--- src/hdl/mcr3_ctrl_pkg.sv ---
// MCR3 player control definitions
package mcr3_ctrl_pkg;

	// ====================
	// Game select codes
	// ====================
	localparam logic [6:0] GAME_RAMPAGE  = 7'd0;
	localparam logic [6:0] GAME_POWERDRV = 7'd2;
	localparam logic [6:0] GAME_MAXRPM   = 7'd3;

	// ====================
	// Player control byte
	// ====================
	localparam int unsigned CTL_W      = 8;
	localparam int unsigned CTL_UP     = 0;
	localparam int unsigned CTL_DOWN   = 1;
	localparam int unsigned CTL_LEFT   = 2;
	localparam int unsigned CTL_RIGHT  = 3;
	localparam int unsigned CTL_FIRE_A = 4;
	localparam int unsigned CTL_FIRE_B = 5;
	localparam int unsigned CTL_FIRE_C = 6;
	localparam int unsigned CTL_FIRE_D = 7;

	// ====================
	// Board ports and bus map
	// ====================
	localparam int unsigned PORT_W = 8;
	localparam int unsigned ADDR_W = 5;

	localparam logic [ADDR_W-1:0] ADDR_IN0  = 5'h00;
	localparam logic [ADDR_W-1:0] ADDR_IN1  = 5'h04;
	localparam logic [ADDR_W-1:0] ADDR_IN2  = 5'h08;
	localparam logic [ADDR_W-1:0] ADDR_IN3  = 5'h0C;
	localparam logic [ADDR_W-1:0] ADDR_IN4  = 5'h10;
	localparam logic [ADDR_W-1:0] ADDR_OUT5 = 5'h14;
	localparam logic [ADDR_W-1:0] ADDR_OUT6 = 5'h18;

	// ====================
	// Pedal and steering ramps
	// ====================
	localparam logic [PORT_W-1:0] RAMP_STEP   = 8'd4;
	localparam logic [PORT_W-1:0] RAMP_CENTER = 8'h80;

	// ====================
	// Max RPM gearbox
	// ====================
	localparam int unsigned GEAR_CODE_W = 4;

	typedef logic [2:0]             gear_pos_t;
	typedef logic [GEAR_CODE_W-1:0] gear_code_t;

	localparam gear_pos_t GEAR_MAX = 3'd4;

	// Lever position to the code the game expects
	localparam gear_code_t GEAR_CODES [0:4] = '{4'h0, 4'h5, 4'h6, 4'h1, 4'h2};

endpackage
--- src/hdl/mcr3_controls_top.sv ---
// MCR3 player control front end
module mcr3_controls_top (
	input  logic                              clk_sys,
	input  logic                              reset,
	input  logic [mcr3_ctrl_pkg::CTL_W-1:0]   p1_ctrl,
	input  logic [mcr3_ctrl_pkg::CTL_W-1:0]   p2_ctrl,
	input  logic [mcr3_ctrl_pkg::CTL_W-1:0]   p3_ctrl,
	input  logic [2:0]                        coin,
	input  logic [1:0]                        start,
	input  logic                              service,
	input  logic [3:0]                        dip,
	input  logic [6:0]                        game_sel,
	input  logic                              vsync,
	input  logic                              psel,
	input  logic                              penable,
	input  logic                              pwrite,
	input  logic [mcr3_ctrl_pkg::ADDR_W-1:0]  paddr,
	input  logic [mcr3_ctrl_pkg::PORT_W-1:0]  pwdata,
	output logic [mcr3_ctrl_pkg::PORT_W-1:0]  prdata,
	output logic                              pready,
	output logic                              pslverr,
	output logic [mcr3_ctrl_pkg::PORT_W-1:0]  port5,
	output logic [mcr3_ctrl_pkg::PORT_W-1:0]  port6
);

	import mcr3_ctrl_pkg::*;

	logic [PORT_W-1:0] gas1;
	logic [PORT_W-1:0] gas2;
	logic [PORT_W-1:0] steer1;
	logic [PORT_W-1:0] steer2;
	gear_code_t        rpm_gear1;
	gear_code_t        rpm_gear2;
	logic [2:0]        pd_gear;
	logic [PORT_W-1:0] in0;
	logic [PORT_W-1:0] in1;
	logic [PORT_W-1:0] in2;
	logic [PORT_W-1:0] in3;
	logic [PORT_W-1:0] in4;

	// ====================
	// Max RPM pedals and steering
	// ====================
	analog_ramp #(.RESET_LEVEL('0)) i_gas1 (
		.clk_sys(clk_sys), .reset(reset), .vsync(vsync),
		.inc(p1_ctrl[CTL_UP]), .dec(p1_ctrl[CTL_DOWN]), .value(gas1)
	);
	analog_ramp #(.RESET_LEVEL(RAMP_CENTER)) i_steer1 (
		.clk_sys(clk_sys), .reset(reset), .vsync(vsync),
		.inc(p1_ctrl[CTL_RIGHT]), .dec(p1_ctrl[CTL_LEFT]), .value(steer1)
	);
	analog_ramp #(.RESET_LEVEL('0)) i_gas2 (
		.clk_sys(clk_sys), .reset(reset), .vsync(vsync),
		.inc(p2_ctrl[CTL_UP]), .dec(p2_ctrl[CTL_DOWN]), .value(gas2)
	);
	analog_ramp #(.RESET_LEVEL(RAMP_CENTER)) i_steer2 (
		.clk_sys(clk_sys), .reset(reset), .vsync(vsync),
		.inc(p2_ctrl[CTL_RIGHT]), .dec(p2_ctrl[CTL_LEFT]), .value(steer2)
	);

	// Gearboxes, start buttons drop to neutral
	rpm_gearbox i_gearbox1 (
		.clk_sys(clk_sys), .reset(reset), .shift_up(p1_ctrl[CTL_FIRE_A]),
		.shift_down(p1_ctrl[CTL_FIRE_B]), .neutral(start[0]), .code(rpm_gear1)
	);
	rpm_gearbox i_gearbox2 (
		.clk_sys(clk_sys), .reset(reset), .shift_up(p2_ctrl[CTL_FIRE_A]),
		.shift_down(p2_ctrl[CTL_FIRE_B]), .neutral(start[1]), .code(rpm_gear2)
	);

	// Power Drive gear shifters
	gear_toggle i_gear_toggle (
		.clk_sys(clk_sys), .reset(reset),
		.press({p3_ctrl[CTL_FIRE_D], p2_ctrl[CTL_FIRE_D], p1_ctrl[CTL_FIRE_D]}),
		.gear(pd_gear)
	);

	// ====================
	// Ports and CPU bus
	// ====================
	input_port_mapper i_mapper (
		.clk_sys(clk_sys), .reset(reset), .game_sel(game_sel),
		.p1_ctrl(p1_ctrl), .p2_ctrl(p2_ctrl), .p3_ctrl(p3_ctrl),
		.coin(coin), .start(start), .service(service), .dip(dip),
		.pd_gear(pd_gear), .rpm_gear1(rpm_gear1), .rpm_gear2(rpm_gear2),
		.gas1(gas1), .gas2(gas2), .steer1(steer1), .steer2(steer2),
		.out5(port5), .out6(port6),
		.in0(in0), .in1(in1), .in2(in2), .in3(in3), .in4(in4)
	);

	board_io_apb i_board_io (
		.clk_sys(clk_sys), .reset(reset), .psel(psel), .penable(penable),
		.pwrite(pwrite), .paddr(paddr), .pwdata(pwdata), .prdata(prdata),
		.pready(pready), .pslverr(pslverr),
		.in0(in0), .in1(in1), .in2(in2), .in3(in3), .in4(in4),
		.out5(port5), .out6(port6)
	);

endmodule

--- src/hdl/board_io_apb.sv ---
// APB slave for board input and output ports
module board_io_apb (
	input  logic                              clk_sys,
	input  logic                              reset,
	input  logic                              psel,
	input  logic                              penable,
	input  logic                              pwrite,
	input  logic [mcr3_ctrl_pkg::ADDR_W-1:0]  paddr,
	input  logic [mcr3_ctrl_pkg::PORT_W-1:0]  pwdata,
	output logic [mcr3_ctrl_pkg::PORT_W-1:0]  prdata,
	output logic                              pready,
	output logic                              pslverr,
	input  logic [mcr3_ctrl_pkg::PORT_W-1:0]  in0,
	input  logic [mcr3_ctrl_pkg::PORT_W-1:0]  in1,
	input  logic [mcr3_ctrl_pkg::PORT_W-1:0]  in2,
	input  logic [mcr3_ctrl_pkg::PORT_W-1:0]  in3,
	input  logic [mcr3_ctrl_pkg::PORT_W-1:0]  in4,
	output logic [mcr3_ctrl_pkg::PORT_W-1:0]  out5,
	output logic [mcr3_ctrl_pkg::PORT_W-1:0]  out6
);

	import mcr3_ctrl_pkg::*;

	logic              access;
	logic              addr_hit;
	logic              sel_out5;
	logic              sel_out6;
	logic [PORT_W-1:0] rd_data;

	// No wait states
	assign pready = 1'b1;
	assign access = psel & penable;

	// ====================
	// Address decode
	// ====================
	always_comb begin
		addr_hit = 1'b1;
		sel_out5 = 1'b0;
		sel_out6 = 1'b0;
		rd_data  = '0;
		case (paddr)
			ADDR_IN0:  rd_data = in0;
			ADDR_IN1:  rd_data = in1;
			ADDR_IN2:  rd_data = in2;
			ADDR_IN3:  rd_data = in3;
			ADDR_IN4:  rd_data = in4;
			ADDR_OUT5: begin
				rd_data  = out5;
				sel_out5 = 1'b1;
			end
			ADDR_OUT6: begin
				rd_data  = out6;
				sel_out6 = 1'b1;
			end
			default:   addr_hit = 1'b0;
		endcase
	end

	assign prdata  = (access & ~pwrite) ? rd_data : '0;
	assign pslverr = access & ~addr_hit;

	// Output latches, written at the end of the access phase
	always_ff @(posedge clk_sys) begin
		if (reset) begin
			out5 <= '0;
			out6 <= '0;
		end else if (access & pwrite) begin
			if (sel_out5) begin
				out5 <= pwdata;
			end
			if (sel_out6) begin
				out6 <= pwdata;
			end
		end
	end

endmodule

--- src/hdl/input_port_mapper.sv ---
// Per game input port assembly
module input_port_mapper (
	input  logic                              clk_sys,
	input  logic                              reset,
	input  logic [6:0]                        game_sel,
	input  logic [mcr3_ctrl_pkg::CTL_W-1:0]   p1_ctrl,
	input  logic [mcr3_ctrl_pkg::CTL_W-1:0]   p2_ctrl,
	input  logic [mcr3_ctrl_pkg::CTL_W-1:0]   p3_ctrl,
	input  logic [2:0]                        coin,
	input  logic [1:0]                        start,
	input  logic                              service,
	input  logic [3:0]                        dip,
	input  logic [2:0]                        pd_gear,
	input  mcr3_ctrl_pkg::gear_code_t         rpm_gear1,
	input  mcr3_ctrl_pkg::gear_code_t         rpm_gear2,
	input  logic [mcr3_ctrl_pkg::PORT_W-1:0]  gas1,
	input  logic [mcr3_ctrl_pkg::PORT_W-1:0]  gas2,
	input  logic [mcr3_ctrl_pkg::PORT_W-1:0]  steer1,
	input  logic [mcr3_ctrl_pkg::PORT_W-1:0]  steer2,
	input  logic [mcr3_ctrl_pkg::PORT_W-1:0]  out5,
	input  logic [mcr3_ctrl_pkg::PORT_W-1:0]  out6,
	output logic [mcr3_ctrl_pkg::PORT_W-1:0]  in0,
	output logic [mcr3_ctrl_pkg::PORT_W-1:0]  in1,
	output logic [mcr3_ctrl_pkg::PORT_W-1:0]  in2,
	output logic [mcr3_ctrl_pkg::PORT_W-1:0]  in3,
	output logic [mcr3_ctrl_pkg::PORT_W-1:0]  in4
);

	import mcr3_ctrl_pkg::*;

	logic [3:0]        adc_ctrl;
	logic [PORT_W-1:0] adc_byte;

	// Straight joystick layout used by Rampage
	function automatic logic [PORT_W-1:0] stick_byte(input logic [CTL_W-1:0] ctl);
		stick_byte = {2'b00, ctl[CTL_FIRE_B], ctl[CTL_FIRE_A], ctl[CTL_LEFT],
			ctl[CTL_DOWN], ctl[CTL_RIGHT], ctl[CTL_UP]};
	endfunction

	// ====================
	// Max RPM ADC channel
	// ====================
	// Channel follows out5 until out6 bits 6 and 5 freeze it
	always_ff @(posedge clk_sys) begin
		if (reset) begin
			adc_ctrl <= '0;
		end else if (~out6[6] & ~out6[5]) begin
			adc_ctrl <= out5[4:1];
		end
	end

	always_comb begin
		case (adc_ctrl[1:0])
			2'd0: adc_byte = gas2;
			2'd1: adc_byte = gas1;
			2'd2: adc_byte = steer2;
			default: adc_byte = steer1;
		endcase
	end

	// ====================
	// Port assembly
	// ====================
	always_comb begin
		in0 = '1;
		in1 = '1;
		in2 = '1;
		in3 = '1;
		in4 = '1;
		case (game_sel)
			GAME_RAMPAGE: begin
				in0 = ~{2'b00, service, 3'b000, coin[1], coin[0]};
				in1 = ~stick_byte(p1_ctrl);
				in2 = ~stick_byte(p2_ctrl);
				in3 = ~{dip[3], 4'b0000, dip[2], dip[1], dip[0]};
				in4 = ~stick_byte(p3_ctrl);
			end
			GAME_POWERDRV: begin
				in0 = ~{2'b00, service, 2'b00, coin[2], coin[1], coin[0]};
				in1 = ~{p2_ctrl[CTL_FIRE_B], p2_ctrl[CTL_FIRE_A], pd_gear[1], p2_ctrl[CTL_FIRE_C],
					p1_ctrl[CTL_FIRE_B], p1_ctrl[CTL_FIRE_A], pd_gear[0], p1_ctrl[CTL_FIRE_C]};
				// Sound status bit tied inactive
				in2 = ~{4'b0000, p3_ctrl[CTL_FIRE_B], p3_ctrl[CTL_FIRE_A], pd_gear[2],
					p3_ctrl[CTL_FIRE_C]};
				in3 = ~{dip[3], dip[2], dip[1], dip[0], 4'b0000};
			end
			GAME_MAXRPM: begin
				in0 = ~{service, 3'b000, start[0], start[1], coin[0], coin[1]};
				in1 = ~adc_byte;
				in2 = ~{rpm_gear1, rpm_gear2};
				in3[0] = ~dip[0];
			end
			default: begin
			end
		endcase
	end

endmodule

--- src/hdl/gear_toggle.sv ---
// Power Drive gear toggles
module gear_toggle (
	input  logic       clk_sys,
	input  logic       reset,
	input  logic [2:0] press,
	output logic [2:0] gear
);

	logic [2:0] press_last;
	logic [2:0] press_rise;

	// One toggle per press, holding the button does nothing
	assign press_rise = press & ~press_last;

	always_ff @(posedge clk_sys) begin
		if (reset) begin
			press_last <= '0;
			gear       <= '0;
		end else begin
			press_last <= press;
			gear       <= gear ^ press_rise;
		end
	end

endmodule

--- src/hdl/rpm_gearbox.sv ---
// Max RPM five position gear lever
module rpm_gearbox (
	input  logic                      clk_sys,
	input  logic                      reset,
	input  logic                      shift_up,
	input  logic                      shift_down,
	input  logic                      neutral,
	output mcr3_ctrl_pkg::gear_code_t code
);

	import mcr3_ctrl_pkg::*;

	gear_pos_t pos;
	logic      up_last;
	logic      down_last;
	logic      up_rise;
	logic      down_rise;

	assign up_rise   = shift_up & ~up_last;
	assign down_rise = shift_down & ~down_last;

	always_ff @(posedge clk_sys) begin
		if (reset) begin
			pos       <= '0;
			up_last   <= 1'b0;
			down_last <= 1'b0;
		end else begin
			up_last   <= shift_up;
			down_last <= shift_down;
			if (neutral) begin
				pos <= '0;
			end else if (up_rise) begin
				// Up wins when both levers move together
				if (pos != GEAR_MAX) begin
					pos <= pos + 3'd1;
				end
			end else if (down_rise) begin
				if (pos != '0) begin
					pos <= pos - 3'd1;
				end
			end
		end
	end

	// Encoded lever position
	assign code = GEAR_CODES[pos];

endmodule

--- src/hdl/analog_ramp.sv ---
// Frame stepped analog control value
module analog_ramp #(
	parameter logic [mcr3_ctrl_pkg::PORT_W-1:0] RESET_LEVEL = '0
) (
	input  logic                              clk_sys,
	input  logic                              reset,
	input  logic                              vsync,
	input  logic                              inc,
	input  logic                              dec,
	output logic [mcr3_ctrl_pkg::PORT_W-1:0] value
);

	import mcr3_ctrl_pkg::*;

	logic              vsync_last;
	logic              frame_tick;
	logic [PORT_W:0]   up_sum;
	logic [PORT_W-1:0] up_value;
	logic [PORT_W-1:0] down_value;

	// Only the rising edge of the frame pulse moves the value
	assign frame_tick = vsync & ~vsync_last;

	// Saturating step in both directions
	assign up_sum     = {1'b0, value} + {1'b0, RAMP_STEP};
	assign up_value   = up_sum[PORT_W] ? '1 : up_sum[PORT_W-1:0];
	assign down_value = (value < RAMP_STEP) ? '0 : value - RAMP_STEP;

	always_ff @(posedge clk_sys) begin
		if (reset) begin
			vsync_last <= 1'b0;
			value      <= RESET_LEVEL;
		end else begin
			vsync_last <= vsync;
			if (frame_tick) begin
				// Increase has priority over decrease
				if (inc) begin
					value <= up_value;
				end else if (dec) begin
					value <= down_value;
				end
			end
		end
	end

endmodule

--- config.mk ---
export PLATFORM = sky130hd
export DESIGN_NAME = mcr3_controls_top
export DESIGN_NICKNAME = d
export VERILOG_FILES = /design/src/hdl/mcr3_ctrl_pkg.sv /design/src/hdl/mcr3_controls_top.sv /design/src/hdl/board_io_apb.sv /design/src/hdl/input_port_mapper.sv /design/src/hdl/gear_toggle.sv /design/src/hdl/rpm_gearbox.sv /design/src/hdl/analog_ramp.sv
export SDC_FILE = /design/constraint.sdc
export NUM_CORES = 1
export LEC_CHECK = 0
export BUFFER_PORTS_ARGS = -buffer_cell sky130_fd_sc_hd__clkbuf_2
export CORE_UTILIZATION = 45
export DETAILED_ROUTE_END_ITERATION = 10
export GPL_ROUTABILITY_DRIVEN = 0
export PLACE_DENSITY_LB_ADDON = 0.08
export REMOVE_ABC_BUFFERS = 1
export SLEW_MARGIN = 20
export SYNTH_ARGS = -nofsm -noshare
export SYNTH_HDL_FRONTEND = slang
export SYNTH_SLANG_ARGS = --single-unit
--- constraint.sdc ---
create_clock -name clk_sys -period 1.9 [get_ports clk_sys]
set_input_delay 0.095 -clock clk_sys [delete_from_list [all_inputs] [get_ports clk_sys]]
set_output_delay 0.095 -clock clk_sys [all_outputs]
set_load 0.02 [all_outputs]
* Word-level counts from Yosys, hierarchy flattened
Memories as Yosys holds them, arrays and structs flattened.
Cells that the tools add are included.
** Storage, ports and cells
- Register bits :: 67
- ROM bits :: 64
- Memories kept :: 2
- Output and inout bits :: 26
** Memories
- (name not given) :: depth 8, width 4, read ports 1, clocked after Yosys merged registers in 0, wr ports 0, line rpm_gearbox.sv:46 : assign code = GEAR_CODES[pos];
- (name not given) :: depth 8, width 4, read ports 1, clocked after Yosys merged registers in 0, wr ports 0, line rpm_gearbox.sv:46
** Cells by class
- Multiplexer cells :: 40
- $add $sub $neg :: 12
- Bitwise gates (word level) :: 37
- $lt $le $gt $ge :: 6
- Equal/unequal tests :: 14
- Reductions and logical operators :: 24
** Operator list (count)
- two-way mux 8 bit :: 18
- case mux 8 bit (3 select lines) :: 4
- case mux 8 bit (7 select lines) :: 1
- inverter 8 bit :: 6
- inverter 6 -> 8 bit :: 5
- adder 8 x 3 -> 9 bit (second input constant) :: 4
- less-than comparator 8 x 3 -> 1 bit (second input constant) :: 4
- subtractor 8 x 3 -> 8 bit (second input constant) :: 4
- two-way mux 3 bit :: 8
- two-way mux 4 bit :: 4
- nonzero test 2 bit :: 8
- == test 5 bit (second input constant) :: 3
- == test 7 x 2 -> 1 bit (second input constant) :: 2
- case mux 7 bit (2 select lines) :: 1
- AND reduction 2 bit :: 6
- AND 1 bit :: 10
- == test 5 x 4 -> 1 bit (second input constant) :: 2
- inverter 1 bit :: 10
- >= comparator 4 bit (second input constant) :: 2
- inverter 3 -> 4 bit :: 2
- inverter 4 -> 8 bit :: 1
- logical NOT 7 bit :: 1
- OR reduction 7 bit :: 1
- adder 3 x 1 -> 3 bit (second input constant) :: 2
- other kinds (16) :: 24

* Longest topological paths before layout
- Word-level depth :: 8
- Depth in mapped cells :: 7

* By module
A second synthesis with hierarchy kept.
** Second synthesis, totals
- Cell total of the unflattened synthesis :: 644
- Area total of the unflattened synthesis :: 5230.0 µm²
** By module, submodules not included
- analog_ramp (i_gas1 ...) :: instances 2, cells each 77, area an instance 621.8 µm²
- board_io_apb :: instances 1, cells each 121, area an instance 1147.4 µm²
- analog_ramp (i_steer1 ...) :: instances 2, cells each 70, area an instance 548.0 µm²
- input_port_mapper :: instances 1, cells each 136, area an instance 867.1 µm²
- rpm_gearbox (i_gearbox2) :: instances 1, cells each 36, area an instance 327.8 µm²
- rpm_gearbox (i_gearbox1) :: instances 1, cells each 36, area an instance 319.1 µm²
- gear_toggle :: instances 1, cells each 21, area an instance 229.0 µm²

* Least setup slack after synthesis
No wires, ideal clock.
- Kind :: reg-to-reg
- From :: register i_steer1.value[2] in the netlist's numbering
- To :: register i_steer1.value[7] in the netlist's numbering
- Path buffers :: 0
- Stages on the path, launching flop included :: 8
- Library setup time :: 122 ps
- Arrival :: 1710 ps
- Setup slack :: 68 ps
- Path through :: dfxtp_1 -> inv_1 -> ha_1 -> or3b_2 -> nor3_1 -> a211oi_1 -> a211oi_1 -> o21ai_1
** On the way
- Word-level cells in the longest chain between the ends :: 4
- Elaborated cells between the ends (all ways) :: 7
- Those cells by class :: add/sub (2); order compare (1); mux (4)
** RTL lines
- start, declared :: line analog_ramp.sv:10 : output logic [mcr3_ctrl_pkg::PORT_W-1:0] value
- start signal, assigned :: line analog_ramp.sv:38 : value <= up_value;
- start signal, assigned :: line analog_ramp.sv:40 : value <= down_value;
- subtractor 8 x 3 -> 8 bit or less-than comparator 8 x 3 -> 1 bit (tied branches) :: line analog_ramp.sv:27 : assign down_value = (value < RAMP_STEP) ? '0 : value - RAMP_STEP;
- two-way mux 8 bit :: line analog_ramp.sv:27
- two-way mux 8 bit :: line analog_ramp.sv:39 : end else if (dec) begin
- two-way mux 8 bit * :: line analog_ramp.sv:37 : if (inc) begin
Every way passes the cells marked *; elsewhere a longest branch is shown, timed or not. The select of a mux whose other input is x is not followed.
A chain may end at the register's enable or synchronous reset.

* Worst setup path in the final report
- From :: register i_mapper.adc_ctrl[1]
- To :: output prdata[6] in the netlist's numbering
** On the way
- Word-level cells in the longest chain between the ends :: 6
- Elaborated cells between the ends (all ways) :: 8
- Those cells by class :: eq/ne (2); mux (4); bitwise (1); reduce/logical (1)
** RTL lines
- start, declared :: line input_port_mapper.sv:31 : logic [3:0] adc_ctrl;
- start signal, assigned :: line input_port_mapper.sv:48 : adc_ctrl <= out5[4:1];
- == test 2 bit, or another cell as far along :: line input_port_mapper.sv:53 : case (adc_ctrl[1:0])
- case mux 8 bit (3 select lines) * :: line input_port_mapper.sv:53
- inverter 8 bit * :: line input_port_mapper.sv:89 : in1 = ~adc_byte;
- case mux 8 bit (3 select lines) * :: line input_port_mapper.sv:70 : case (game_sel)
- case mux 8 bit (7 select lines) * :: line board_io_apb.sv:42 : case (paddr)
- two-way mux 8 bit * :: line board_io_apb.sv:60 : assign prdata = (access & ~pwrite) ? rd_data : '0;
- end, declared :: line mcr3_controls_top.sv:19 : output logic [mcr3_ctrl_pkg::PORT_W-1:0] prdata,
Every way passes the cells marked *; elsewhere a longest branch is shown, timed or not.

==> impl_results.md <==
- RSZ-0062 raised after global routing: yes
- Status: finished with violations
- CTS clk-pin slew, worst paths: 70 ps
- GR Util met1: 34.41%
- Drt drc: 0
- Clock H-tree levels: 3
- Crit path launch type: register
- Die ar.: 0.01093 mm²
- Area share of the largest cell type after synthesis: 26.64%
- Met3 GRT Util: 5.303%
- Crit path max-delay family: multiplexers
- GRT Total Usage: 27.38%
- Number of synthesized register bits: 63
- First DRT Iteration DRCs: 293
- Deepest clock path buffer count: 2
- Crit. End Element: primary output
- Worst VDD drop: 0.3150 mV
- Final setup vio count: 9
- Clk_lat worst skew: 360 ps
- Post-Syn Instances: 619
- Min Tclk post-route: 2045 ps
- Ys async rst share: 0%
- Number of antenna violations at the first check in global routing: 0
- Total grt overflow: 0
- Fin Hold WS: 16.56 ps
- TritonRoute pass-1 iters: 5
- Crit-path cells: buf_6 -> mux4_2 -> mux2i_1 -> o21ai_1 -> a21oi_1 -> buf_4
- Area leader, netlist: dfxtp_1
- Final net count: 804
- Max_slew headroom: 53.41%
- Worst-Margin Slew: 691.5 ps
- Met2 GRT Util: 46.17%
- Max-cap violations: 0
- Violated checks: negative setup slack
- DIE WIDTH: 104.6 µm
- Final worst-path setup slack: -145.4 ps
- Synth top area cells: dfxtp_1 27%, nor2_1 5.5%, a21oi_1 5.5%, mux2i_1 5.1%, o21ai_0 4.3%
- DPL Wire Length: 10900 µm
- Hold Crit Start: pwdata[3]
- EDFF count, synth: 0
- CTS tree: yes
- Vias in the first global route: 5063
- Worst Skew: 6.291 ps
- Reg2reg end: i_steer1.value[7]$_SDFFE_PP1P_
- CP required: 1800 ps
- Commonest cells in the netlist: 70 x nor2_1, 63 x dfxtp_1, 52 x a21oi_1
- Detail Route Antenna Nets: 0
- Vias/cell: 5.964
- N_diodes: 0
- Total power: 3.673 mW
- R2r startpoint: i_steer1.value[3]$_SDFFE_PP0P_
- Cell Area, Synth: 0.004735 mm²
- Hold Crit Depth: 3
- First-pass GRT wire length: 24060 µm
- Die Span Y: 104.6 µm
- Final core utilization: 57.99%
- Core area: 0.01028 mm²
- Critical path arrival: 1950 ps
- CP bufs+invs: 2
- Layout cell share with drive strength beyond 1: 27.48%
- Syn_area_per_cell: 7.649 µm²
- P per Cell Area: 616.3 mW/mm²
- R2R Setup Slk: -20 ps
- Warning count from the yosys run: 0
- Top FF cell, synth: dfxtp_1
- Hold Crit Endpoint: i_board_io.out6[3]$_SDFFE_PP0P_
- WS Path Type: reg2out
- Initial Util: 46.07%
- LEAKAGE: 2.320 nW
- CP max stage delay: 520 ps
- Clock root buffer: clkbuf_8
- Row Count: 37
- # IOs: 86
- Top Usage Layer GRT: met2
- Max Fclk: 488.9 MHz
- Pin count of the biggest net entering global routing: 25
- CP max FO: 4
- Slew Viols, Final: 0
- Synth-to-layout area growth: 25.87%
- Most frequent cell after synthesis: nor2_1
- Slowest cell on crit path: mux4_2
- Number of CTS-inserted buffers: 9
- Worst min path class: in2reg
- Routed length per instance: 16.92 µm
- Pre-CTS WS: -40.65 ps
- Via count: 5195
- Clock Sinks: 63
- PortBufs: 84
- Final Cycle Share: 107.7%
- Final hold vios: 0
- Reg2Reg Depth: 7
- Seq/Total Area, Yosys: 26.64%
- Cell variety after synth: 78
- Routed wire length: 14740 µm
==> layer usage <==
metal	up-vias	wire length, µm	share of wire [%]
li1	2507	-	-
met1	2433	6412	44
met2	222	6944	47
met3	33	1073	7.3
met4	0	306	2.1
met5	-	0	0
==> flip-flops by register name (all words and copies together), names as in the netlist <==
register	cells
i_gas2.value	7
i_gearbox1.down_last	1
i_steer1.value	7
i_gear_toggle.press_last	3
i_gearbox2.pos	3
i_gas1.value	7
i_gearbox1.up_last	1
i_steer2.value	7
i_mapper.adc_ctrl	2
i_gearbox2.up_last	1
i_steer2.vsync_last	1
i_gear_toggle.gear	3
i_board_io.out6	8
i_gearbox1.pos	3
i_gearbox2.down_last	1
i_board_io.out5	8
==> cells by family after synthesis <==
family                     Yosys count  share of synthesized area (%)
AOI/OAI and AO/OA                  193                          26.08
xor gates and xnor gates            12                          2.220
adders and majority gates           14                          4.017
buffers and inverters               71                          6.950
DFF                                 63                          26.64
muxes                               30                          7.928
other                                1                        0.07921
and+or+nand+nor                    235                          26.08
==> worst max path at each step <==
stage	cells after the start	slack [ps]	endpoint	from
after global routing	6	-250	prdata[6]	i_mapper.adc_ctrl[1]$_SDFFE_PP0P_
after CTS	6	-210	prdata[1]	i_mapper.adc_ctrl[1]$_SDFFE_PP0P_
after global placement	8	40	prdata[1]	game_sel[2]
final	6	-150	prdata[6]	i_mapper.adc_ctrl[1]$_SDFFE_PP0P_
after floorplan	4	70	prdata[3]	i_mapper.adc_ctrl[1]$_SDFFE_PP0P_
after detailed placement	8	-40	prdata[1]	game_sel[2]
==> worst reg2reg max path: stages (launching register included) <==
cell	delay, ps
dfxtp_2	330
buf_6	110
buf_4	150
or4_1	510
or3_1	340
a211oi_2	220
a211oi_1	70
o21ai_1	130
==> timing repair <==
action | in CTS | in global routing
gates resized for setup | 21 | 37
hold buffers | 14 | 0
setup endpoints to repair | 8 | 20
setup buffers | 2 | 2
endpoints found under the hold margin | 25 | 0
pin swaps | 7 | 16
==> power breakdown <==
group          switching (mW)  internal, mW  total, mW
Combinational           0.494         0.412      0.906
Sequential             0.0798          1.38       1.46
Clock                   0.573         0.734       1.31
Total                    1.15          2.53       3.67
==> final cells by class <==
| type | instances | area [µm²] |
|---|---|---|
| clock buffer | 10 | 127.6 |
| clock inverter | 6 | 85.08 |
| fill | 1001 | 4318 |
| inverter | 26 | 102.6 |
| multi-input combinational | 485 | 3246 |
| sequential | 63 | 1280 |
| tap | 136 | 170.2 |
| timing repair buffer | 145 | 948.4 |
==> per-stage QoR <==
stage	area [µm²]	cells	TNS [ps]
2_1_floorplan	4503	574	0
3_3_place_gp	5424	838	0
3_5_place_dp	5424	838	-40.65
4_1_cts	5836	869	-1468
5_1_grt	5959	871	-1875
6_report	5959	871	-1020
==> placed cells by master (no fill, tap or decap), drive strengths merged, types with 3 or more instances in the layout <==
cell type / netlist / routed
buf: 12 / 55
o31ai: 4 / 4
a211oi: 16 / 16
a311oi: 4 / 4
mux4: 6 / 6
dfxtp: 63 / 63
o22ai: 10 / 10
a21o: 6 / 6
or2: 4 / 4
a21boi: 3 / 3
and3: 7 / 7
nand2b: 9 / 9
a22oi: 3 / 3
xnor2: 10 / 10
a221oi: 3 / 3
a41oi: 3 / 3
mux2i: 24 / 24
o21ai: 49 / 49
nand2: 37 / 37
a32oi: 4 / 4
a21oi: 52 / 52
ha: 12 / 12
a31oi: 16 / 16
nor3b: 5 / 5
nor4: 5 / 5
or3: 4 / 4
nand4: 11 / 11
dlygate4sd3: 0 / 14
nand3: 17 / 17
nor3: 25 / 25
inv: 26 / 26
clkbuf: 33 / 86
nor2b: 23 / 23
a2111o: 3 / 3
nor2: 73 / 73
Power figures use the tool's default switching activity.
